$ cat src/include/mips_macros.svh
`ifndef MIPS_MACROS_SVH
`define MIPS_MACROS_SVH

// First fetch address after reset
`define MIPS_RESET_VECTOR 32'hBFC0_0000

// Data path width in bits
`define MIPS_WORD_BITS 32

// Architectural registers
`define MIPS_REG_COUNT 32

// Words in each simulation memory model
`define MIPS_TB_MEM_WORDS 1024

`endif

$ cat src/hdl/mips_pkg.sv
`default_nettype none

`include "mips_macros.svh"

package mips_pkg;

    typedef logic [`MIPS_WORD_BITS-1:0] word_t;
    typedef logic [4:0] reg_idx_t;

    typedef struct packed {
        logic [5:0] opcode;
        reg_idx_t   rs;
        reg_idx_t   rt;
        reg_idx_t   rd;
        logic [4:0] shamt;
        logic [5:0] funct;
    } r_fmt_t;

    typedef struct packed {
        logic [5:0]  opcode;
        reg_idx_t    rs;
        reg_idx_t    rt;
        logic [15:0] imm;
    } i_fmt_t;

    typedef struct packed {
        logic [5:0]  opcode;
        logic [25:0] target;
    } j_fmt_t;

    // One fetched word, three ways of reading it
    typedef union packed {
        r_fmt_t r_fmt;
        i_fmt_t i_fmt;
        j_fmt_t j_fmt;
    } instr_t;

    typedef enum logic [1:0] {
        cls_add,
        cls_sub,
        cls_rtype,
        cls_logic_imm
    } alu_class_t;

    typedef enum logic [3:0] {
        add,
        sub,
        and_op,
        or_op,
        xor_op,
        slt,
        sltu
    } alu_op_t;

    typedef struct packed {
        logic       reg_dst;
        logic       branch;
        logic       jump;
        logic       jump_reg;
        logic       mem_read;
        logic       mem_to_reg;
        logic       mem_write;
        logic       alu_src;
        logic       imm_signed;
        logic       reg_write;
        alu_class_t alu_class;
    } ctrl_t;

    // Opcodes
    localparam logic [5:0] op_special = 6'h00;
    localparam logic [5:0] op_j       = 6'h02;
    localparam logic [5:0] op_beq     = 6'h04;
    localparam logic [5:0] op_addiu   = 6'h09;
    localparam logic [5:0] op_andi    = 6'h0C;
    localparam logic [5:0] op_ori     = 6'h0D;
    localparam logic [5:0] op_xori    = 6'h0E;
    localparam logic [5:0] op_lw      = 6'h23;
    localparam logic [5:0] op_sw      = 6'h2B;

    // Function codes under op_special
    localparam logic [5:0] fn_jr   = 6'h08;
    localparam logic [5:0] fn_addu = 6'h21;
    localparam logic [5:0] fn_subu = 6'h23;
    localparam logic [5:0] fn_and  = 6'h24;
    localparam logic [5:0] fn_or   = 6'h25;
    localparam logic [5:0] fn_xor  = 6'h26;
    localparam logic [5:0] fn_slt  = 6'h2A;
    localparam logic [5:0] fn_sltu = 6'h2B;

endpackage

`default_nettype wire

$ cat src/hdl/mips_control.sv
`default_nettype none
`timescale 1ns/100ps

module mips_control (
    input  mips_pkg::instr_t instr,
    output mips_pkg::ctrl_t  ctrl
);

    always_comb begin
        // Anything not listed falls out as a no-op
        ctrl           = '0;
        ctrl.alu_class = mips_pkg::cls_add;

        case (instr.r_fmt.opcode)
            mips_pkg::op_special: begin
                ctrl.reg_dst   = 1'b1;
                ctrl.reg_write = 1'b1;
                ctrl.alu_class = mips_pkg::cls_rtype;
                if (instr.r_fmt.funct == mips_pkg::fn_jr) begin
                    ctrl.jump_reg  = 1'b1;
                    ctrl.reg_write = 1'b0;
                end
            end
            mips_pkg::op_addiu: begin
                ctrl.alu_src    = 1'b1;
                ctrl.imm_signed = 1'b1;
                ctrl.reg_write  = 1'b1;
            end
            mips_pkg::op_andi, mips_pkg::op_ori, mips_pkg::op_xori: begin
                ctrl.alu_src   = 1'b1;
                ctrl.reg_write = 1'b1;
                ctrl.alu_class = mips_pkg::cls_logic_imm;
            end
            mips_pkg::op_lw: begin
                ctrl.alu_src    = 1'b1;
                ctrl.imm_signed = 1'b1;
                ctrl.mem_read   = 1'b1;
                ctrl.mem_to_reg = 1'b1;
                ctrl.reg_write  = 1'b1;
            end
            mips_pkg::op_sw: begin
                ctrl.alu_src    = 1'b1;
                ctrl.imm_signed = 1'b1;
                ctrl.mem_write  = 1'b1;
            end
            mips_pkg::op_beq: begin
                // Compare by subtraction, zero flag decides
                ctrl.branch     = 1'b1;
                ctrl.imm_signed = 1'b1;
                ctrl.alu_class  = mips_pkg::cls_sub;
            end
            mips_pkg::op_j: begin
                ctrl.jump = 1'b1;
            end
            default: begin
            end
        endcase
    end

endmodule

`default_nettype wire

$ cat src/hdl/mips_alu_control.sv
`default_nettype none
`timescale 1ns/100ps

module mips_alu_control (
    input  mips_pkg::alu_class_t alu_class,
    input  logic [5:0]           funct,
    input  logic [5:0]           opcode,
    output mips_pkg::alu_op_t    alu_op
);

    always_comb begin
        alu_op = mips_pkg::add;
        case (alu_class)
            mips_pkg::cls_add: alu_op = mips_pkg::add;
            mips_pkg::cls_sub: alu_op = mips_pkg::sub;
            mips_pkg::cls_rtype: begin
                case (funct)
                    mips_pkg::fn_subu: alu_op = mips_pkg::sub;
                    mips_pkg::fn_and:  alu_op = mips_pkg::and_op;
                    mips_pkg::fn_or:   alu_op = mips_pkg::or_op;
                    mips_pkg::fn_xor:  alu_op = mips_pkg::xor_op;
                    mips_pkg::fn_slt:  alu_op = mips_pkg::slt;
                    mips_pkg::fn_sltu: alu_op = mips_pkg::sltu;
                    default:           alu_op = mips_pkg::add;
                endcase
            end
            mips_pkg::cls_logic_imm: begin
                case (opcode)
                    mips_pkg::op_ori:  alu_op = mips_pkg::or_op;
                    mips_pkg::op_xori: alu_op = mips_pkg::xor_op;
                    default:           alu_op = mips_pkg::and_op;
                endcase
            end
            default: alu_op = mips_pkg::add;
        endcase
    end

endmodule

`default_nettype wire

$ cat src/hdl/mips_alu.sv
`default_nettype none
`timescale 1ns/100ps

module mips_alu (
    input  mips_pkg::alu_op_t alu_op,
    input  mips_pkg::word_t   op1,
    input  mips_pkg::word_t   op2,
    output mips_pkg::word_t   result,
    output logic              zero
);

    always_comb begin
        case (alu_op)
            mips_pkg::add: begin
                result = op1 + op2;
            end
            mips_pkg::sub: begin
                result = op1 - op2;
            end
            mips_pkg::and_op: begin
                result = op1 & op2;
            end
            mips_pkg::or_op: begin
                result = op1 | op2;
            end
            mips_pkg::xor_op: begin
                result = op1 ^ op2;
            end
            mips_pkg::slt: begin
                // Signed compare, result is 1 or 0
                result = ($signed(op1) < $signed(op2)) ? 32'd1 : 32'd0;
            end
            mips_pkg::sltu: begin
                result = (op1 < op2) ? 32'd1 : 32'd0;
            end
            default: begin
                result = '0;
            end
        endcase
    end

    // Used by BEQ
    assign zero = (result == '0);

endmodule

`default_nettype wire

$ cat src/hdl/mips_regfile.sv
`default_nettype none
`timescale 1ns/100ps

`include "mips_macros.svh"

module mips_regfile (
    input  logic               clk,
    input  logic               rst_n,
    input  logic               clk_enable,
    input  mips_pkg::reg_idx_t rs_idx,
    input  mips_pkg::reg_idx_t rt_idx,
    input  logic               write_en,
    input  mips_pkg::reg_idx_t write_idx,
    input  mips_pkg::word_t    write_data,
    output mips_pkg::word_t    rs_data,
    output mips_pkg::word_t    rt_data,
    output mips_pkg::word_t    register_v0
);

    mips_pkg::word_t regs [`MIPS_REG_COUNT];

    always_ff @(posedge clk or negedge rst_n) begin
        if (!rst_n) begin
            for (int i = 0; i < `MIPS_REG_COUNT; i++) begin
                regs[i] <= '0;
            end
        end else if (write_en && clk_enable && write_idx != '0) begin
            regs[write_idx] <= write_data;
        end
    end

    // $zero reads as zero regardless of storage
    assign rs_data = (rs_idx == '0) ? '0 : regs[rs_idx];
    assign rt_data = (rt_idx == '0) ? '0 : regs[rt_idx];

    // v0 is register 2
    assign register_v0 = regs[2];

endmodule

`default_nettype wire

$ cat src/hdl/mips_pc.sv
`default_nettype none
`timescale 1ns/100ps

`include "mips_macros.svh"

module mips_pc (
    input  logic              clk,
    input  logic              rst_n,
    input  logic              clk_enable,
    input  mips_pkg::instr_t  instr,
    input  mips_pkg::ctrl_t   ctrl,
    input  logic              zero,
    input  mips_pkg::word_t   rs_data,
    output mips_pkg::word_t   curr_addr,
    output logic              active
);

    mips_pkg::word_t next_pc;
    mips_pkg::word_t branch_target;
    mips_pkg::word_t jump_target;
    mips_pkg::word_t next_addr;
    logic            halt;

    assign next_pc = curr_addr + 32'd4;

    // Word offset, sign-extended and scaled by four
    assign branch_target = next_pc
                         + {{14{instr.i_fmt.imm[15]}}, instr.i_fmt.imm, 2'b00};
    assign jump_target   = {next_pc[31:28], instr.j_fmt.target, 2'b00};

    always_comb begin
        if (ctrl.branch && zero) begin
            next_addr = branch_target;
        end else if (ctrl.jump) begin
            next_addr = jump_target;
        end else if (ctrl.jump_reg) begin
            next_addr = rs_data;
        end else begin
            next_addr = next_pc;
        end
    end

    // JR to address 0 ends the program
    assign halt = ctrl.jump_reg && (rs_data == '0);

    always_ff @(posedge clk or negedge rst_n) begin
        if (!rst_n) begin
            curr_addr <= `MIPS_RESET_VECTOR;
            active    <= 1'b1;
        end else if (active && clk_enable) begin
            curr_addr <= next_addr;
            if (halt) begin
                active <= 1'b0;
            end
        end
    end

    pc_word_aligned: assert property (
        @(posedge clk) disable iff (!rst_n)
        active |-> (curr_addr[1:0] == 2'b00)
    ) else $error("PC not word aligned: %h", curr_addr);

endmodule

`default_nettype wire

$ cat src/hdl/mips_cpu_harvard.sv
`default_nettype none
`timescale 1ns/100ps

module mips_cpu_harvard (
    input  logic            clk,
    input  logic            rst_n,
    output logic            active,
    output mips_pkg::word_t register_v0,

    input  logic            clk_enable,

    // Instruction memory, combinational read
    output mips_pkg::word_t instr_address,
    input  mips_pkg::word_t instr_readdata,

    // Data memory, combinational read and write at the edge
    output mips_pkg::word_t data_address,
    output logic            data_write,
    output logic            data_read,
    output mips_pkg::word_t data_writedata,
    input  mips_pkg::word_t data_readdata
);

    mips_pkg::instr_t   instr;
    mips_pkg::ctrl_t    ctrl;
    mips_pkg::alu_op_t  alu_op;
    mips_pkg::word_t    rs_data;
    mips_pkg::word_t    rt_data;
    mips_pkg::word_t    imm_ext;
    mips_pkg::word_t    alu_op2;
    mips_pkg::word_t    alu_result;
    logic               alu_zero;
    mips_pkg::reg_idx_t write_idx;
    mips_pkg::word_t    write_data;
    logic               step_en;

    assign instr = mips_pkg::instr_t'(instr_readdata);

    mips_control u_control (
        .instr (instr),
        .ctrl  (ctrl)
    );

    mips_alu_control u_alu_control (
        .alu_class (ctrl.alu_class),
        .funct     (instr.r_fmt.funct),
        .opcode    (instr.r_fmt.opcode),
        .alu_op    (alu_op)
    );

    // Logical immediates zero-extend, the rest sign-extend
    assign imm_ext = ctrl.imm_signed ? {{16{instr.i_fmt.imm[15]}}, instr.i_fmt.imm}
                                     : {16'h0000, instr.i_fmt.imm};
    assign alu_op2 = ctrl.alu_src ? imm_ext : rt_data;

    mips_alu u_alu (
        .alu_op (alu_op),
        .op1    (rs_data),
        .op2    (alu_op2),
        .result (alu_result),
        .zero   (alu_zero)
    );

    // Nothing commits while held in reset, halted or stalled
    assign step_en = rst_n && active && clk_enable;

    assign write_idx  = ctrl.reg_dst ? instr.r_fmt.rd : instr.i_fmt.rt;
    assign write_data = ctrl.mem_to_reg ? data_readdata : alu_result;

    mips_regfile u_regfile (
        .clk         (clk),
        .rst_n       (rst_n),
        .clk_enable  (clk_enable),
        .rs_idx      (instr.r_fmt.rs),
        .rt_idx      (instr.r_fmt.rt),
        .write_en    (ctrl.reg_write && step_en),
        .write_idx   (write_idx),
        .write_data  (write_data),
        .rs_data     (rs_data),
        .rt_data     (rt_data),
        .register_v0 (register_v0)
    );

    mips_pc u_pc (
        .clk        (clk),
        .rst_n      (rst_n),
        .clk_enable (clk_enable),
        .instr      (instr),
        .ctrl       (ctrl),
        .zero       (alu_zero),
        .rs_data    (rs_data),
        .curr_addr  (instr_address),
        .active     (active)
    );

    assign data_address   = alu_result;
    assign data_writedata = rt_data;
    assign data_write     = ctrl.mem_write && step_en;
    assign data_read      = ctrl.mem_read && step_en;

    mem_read_write_exclusive: assert property (
        @(posedge clk) disable iff (!rst_n)
        !(data_read && data_write)
    ) else $error("Data read and write asserted together");

endmodule

`default_nettype wire

$ cat config.mk
export PLATFORM = sky130hd
export DESIGN_NAME = mips_cpu_harvard
export DESIGN_NICKNAME = d
export VERILOG_FILES = /design/src/hdl/mips_pkg.sv /design/src/hdl/mips_control.sv /design/src/hdl/mips_alu_control.sv /design/src/hdl/mips_alu.sv /design/src/hdl/mips_regfile.sv /design/src/hdl/mips_pc.sv /design/src/hdl/mips_cpu_harvard.sv
export VERILOG_INCLUDE_DIRS = /design/src /design/src/include
export SDC_FILE = /design/constraint.sdc
export NUM_CORES = 2
export LEC_CHECK = 0
export ABC_CLOCK_PERIOD_IN_PS = 17000
export CORE_ASPECT_RATIO = 1.4
export CORE_MARGIN = 3
export CORE_UTILIZATION = 41
export CTS_CLUSTER_SIZE = 16
export DETAILED_ROUTE_END_ITERATION = 8
export DONT_BUFFER_PORTS = 1
export GPL_TIMING_DRIVEN = 0
export PLACE_DENSITY = 0.57
export SYNTH_ARGS = -nofsm -noshare
export SYNTH_HDL_FRONTEND = slang
export SYNTH_SLANG_ARGS = --single-unit
export TNS_END_PERCENT = 100
$ cat constraint.sdc
create_clock -name clk -period 17 [get_ports clk]
set_input_delay 0.85 -clock clk [delete_from_list [all_inputs] [get_ports clk]]
set_output_delay 0.85 -clock clk [all_outputs]
set_load 0.05 [all_outputs]
==> results by group <==
Run status
  • Status: complete, but fails checks
  • Failing checks: max-capacitance violations, max-slew violations

Clocking
  • CTS Buf Count: 104
  • Clock Tree Buf Depth: 3
  • Clock root buffer: clkbuf_16
  • TritonCTS clock tree: built
  • H-tree depth: 3
  • Clock-pin slew on the worst setup and hold paths: around 0.06 ns
  • Clk sink count: 1057
  • Clock Latency Late Sink: 0.76 ns

Worst setup path
  • Max Fanout on Critical Path: 11
  • Worst R2R Setup Slack: about 7.9 ns
  • Crit-path slowest cell: clkbuf_1
  • Critical Path RT: approximately 16 ns
  • Worst setup SP type: input port
  • Crit. Startpoint: instr_readdata[16]
  • Arr. time, crit path: between 10 and 15 ns
  • CP Capture Type: primary output
  • Reg2reg path depth: 25
  • Crit path to: data_address[31]
  • WS Path Type: input port to primary output
  • CP most frequent cell: clkbuf_1
  • RR Startpoint: u_regfile.regs[3]
  • Max incr delay on CP: 1.15 ns
  • RR Endpoint: u_pc.curr_addr[27]

Yosys
  • Syn Nets: 6383
  • Syn_area_per_cell: 10.3 um2
  • Post-Synthesis Cell Area: between 60000 and 70000 um2
  • Register area share after synthesis: 41.7%
  • Syn Inst Count: 6180
  • FF+latch count, synth: roughly 1100
  • Synth area leader: dfrtp_1
  • Primary FF master, synth: dfrtp_1
  • EDFF count, synth: 0
  • Syn. warnings: 0
  • Largest cells by area after synthesis: dfrtp_1, mux4_2, o21ai_0, nand2_1, clkbuf_1
  • Async S/R FF share, synth: 100%
  • Unique masters post-synth: 94
  • Post-synth top area share: between 40% and 50%

STA
  • Final Hold Viols: 0
  • Final period utilization: around 83%
  • Worst-Margin Slew: about 1.7 ns
  • Clock skew: roughly 0.046 ns
  • Slew Limit Headroom: -12.1%
  • Final setup fails: 0
  • Fin. max-slew vios: 94
  • Unrepaired setup endpoints after global routing: no
  • Max Freq: about 0.07 GHz
  • Tmin final: between 10 and 15 ns
  • Worst Slack Setup Final: around 3 ns

Placement
  • Routability cong.: 1.06
  • Post-DP HPWL: 229000 um
  • Pre-CTS setup slack: between 2 and 3 ns
  • Placed Instances: about 8300
  • PortBufs: 0

Flow run
  • # Max-Cap Violations: 13

Detailed routing
  • Routed vias: about 55000
  • DR pass1 iterations: 6
  • DR DRC count: 0
  • Via/cell ratio: 6.47
  • Drt initial violations: approximately 6600
  • Wire length per cell: 35.5 um
  • Post-Route WL: 303000 um
  • Antenna viol nets, final: 0

Cells and area
  • Final Util: a little under half
  • Area added between synthesis and finish: 11.6%
  • Final cell count without fillers: about 8500
  • Layout Nets: between 6000 and 7000
  • Layout cell share with drive strength beyond 1: around 17%
  • Most frequent cells in the layout: nand2_1, o21ai_0, dfrtp_1
  • Commonest non-fill, non-tap cell in the layout: nand2_1

Power and ir drop
  • PwrDens: roughly 82 nW/um2
  • Pwr Total: approximately 5.8 mW
  • Worst IR Drop VDD: around 0.080 mV
  • Pleak: 30.0 nW

Global route
  • Vias in the first global route: approximately 54000
  • Global-route usage over all layers: between 30% and 40%
  • First-pass GRT wire length: ~420000 um
  • Largest net degree at the start of global routing: 487
  • Grt total ovfl: 0
  • Initial antenna violation count: 11

Floorplan
  • Die Wd: between 300 and 400 um
  • Die area: 160000 um2
  • Row count: between 150 and 200
  • Ports: slightly below 200
  • Starting Density: between 40 and 50%
  • CORE AREA: 154000 um2
  • Die height: approximately 470 um

Min path
  • Tightest Hold Check Type: input port to async pin
-- cell usage after synthesis, drive strengths merged, types with 19 or more instances --
cell type	instances
xnor2	46
nand4	38
o22ai	31
nand2b	52
a211oi	26
nor2b	19
or2	47
o21ai	1073
nand3	79
mux2	100
clkbuf	522
and3	20
a221oi	48
nand2	1120
a31oi	26
dfrtp	1047
a211o	19
nor3	68
xor2	19
o221ai	27
buf	127
o211ai	19
a21o	33
a21oi	149
mux4	548
mux2i	144
inv	122
ha	134
nor2	211
-- stage by stage --
| step | instance area, um2 | hold WS, ns | TNS (ns) |
|---|---|---|---|
| after floorplan | 63500 | 0.441 | 0 |
| after global placement | 66100 | 0.452 | -38.12 |
| after detailed placement | 66800 | 0.469 | 0 |
| final | 70900 | 0.00216 | 0 |
| after CTS | 70700 | 0.0717 | 0 |
| after global routing | 70900 | 0.0346 | 0 |
-- repair_timing --
item	in CTS	in global routing
hold buffers	6	0
resized for setup	0	0
setup buffers	0	0
hold endpoints to repair	486	0
-- worst max-delay path, delay by kind of cell --
kind	cells	cell delay [ns]
buf+inv	11	6.73
simple gates	3	1.54
fa+ha+maj	1	0.41
compound gates	11	3.00
mux	2	0.62
-- how the worst min path moves through the flow --
| stage | cells after the start | slack, ns | to |
|---|---|---|---|
| after global placement | 1 | 0.45 | u_regfile.regs[1015] |
| after global routing | 1 | 0.03 | u_regfile.regs[988] |
| after CTS | 1 | 0.07 | u_regfile.regs[915] |
| after floorplan | 1 | 0.44 | u_regfile.regs[1000] |
| final | 1 | 0.002 | u_regfile.regs[1019] |
| after detailed placement | 1 | 0.47 | u_regfile.regs[1009] |
-- logic make-up (layout without fill, tap and decap cells) --
family	Yosys count	in the layout	share of synthesized area [%]
and+or+nand+nor	1752	1752	11.9
xor gates and xnor gates	65	65	0.896
DFF	1057	1057	41.7
adders and majority gates	136	136	2.70
muxes	792	792	23.5
AOI/OAI and AO/OA	1606	1606	14.5
buffers and inverters	772	1034	4.80
other	0	11	0
-- where the power goes --
part	leakage, nW	internal [mW]	switching (mW)	total (mW)
clock	1.81	1.48	1.11	2.59
sequential	14.7	2.51	0	2.51
combinational	13.5	0.151	0.532	0.683
total	30.0	4.15	1.64	5.79
-- cell type report --
type / count / area [um2]
Sequential cell: 1057 / 26500
Multi-Input combinational cell: 4351 / 34200
Fill cell: 14651 / 82700
Buffer: 649 / 2680
Inverter: 123 / 462
Clock inverter: 47 / 686
Timing Repair Buffer: 66 / 825
Clock buffer: 149 / 3030
Tap cell: 2064 / 2580
Antenna cell: 11 / 27.5
-- state kept, by name (all words and copies together), names as in the netlist --
signal                 cells
u_pc.active                1
u_pc.curr_addr            32
u_regfile.register_v0     32
u_regfile.regs           992
-- layer usage --
metal | global-route usage [%] | up-vias | routed length [um]
met1 | 42.0 | 27971 | 103000
met4 | 35.5 | 8 | 35100
met5 | 0 | - | 58
met3 | 8.94 | 1010 | 27600
li1 | - | 22829 | -
met2 | 58.2 | 3271 | 137000
Note: power is estimated with default switching activity, not from simulation.
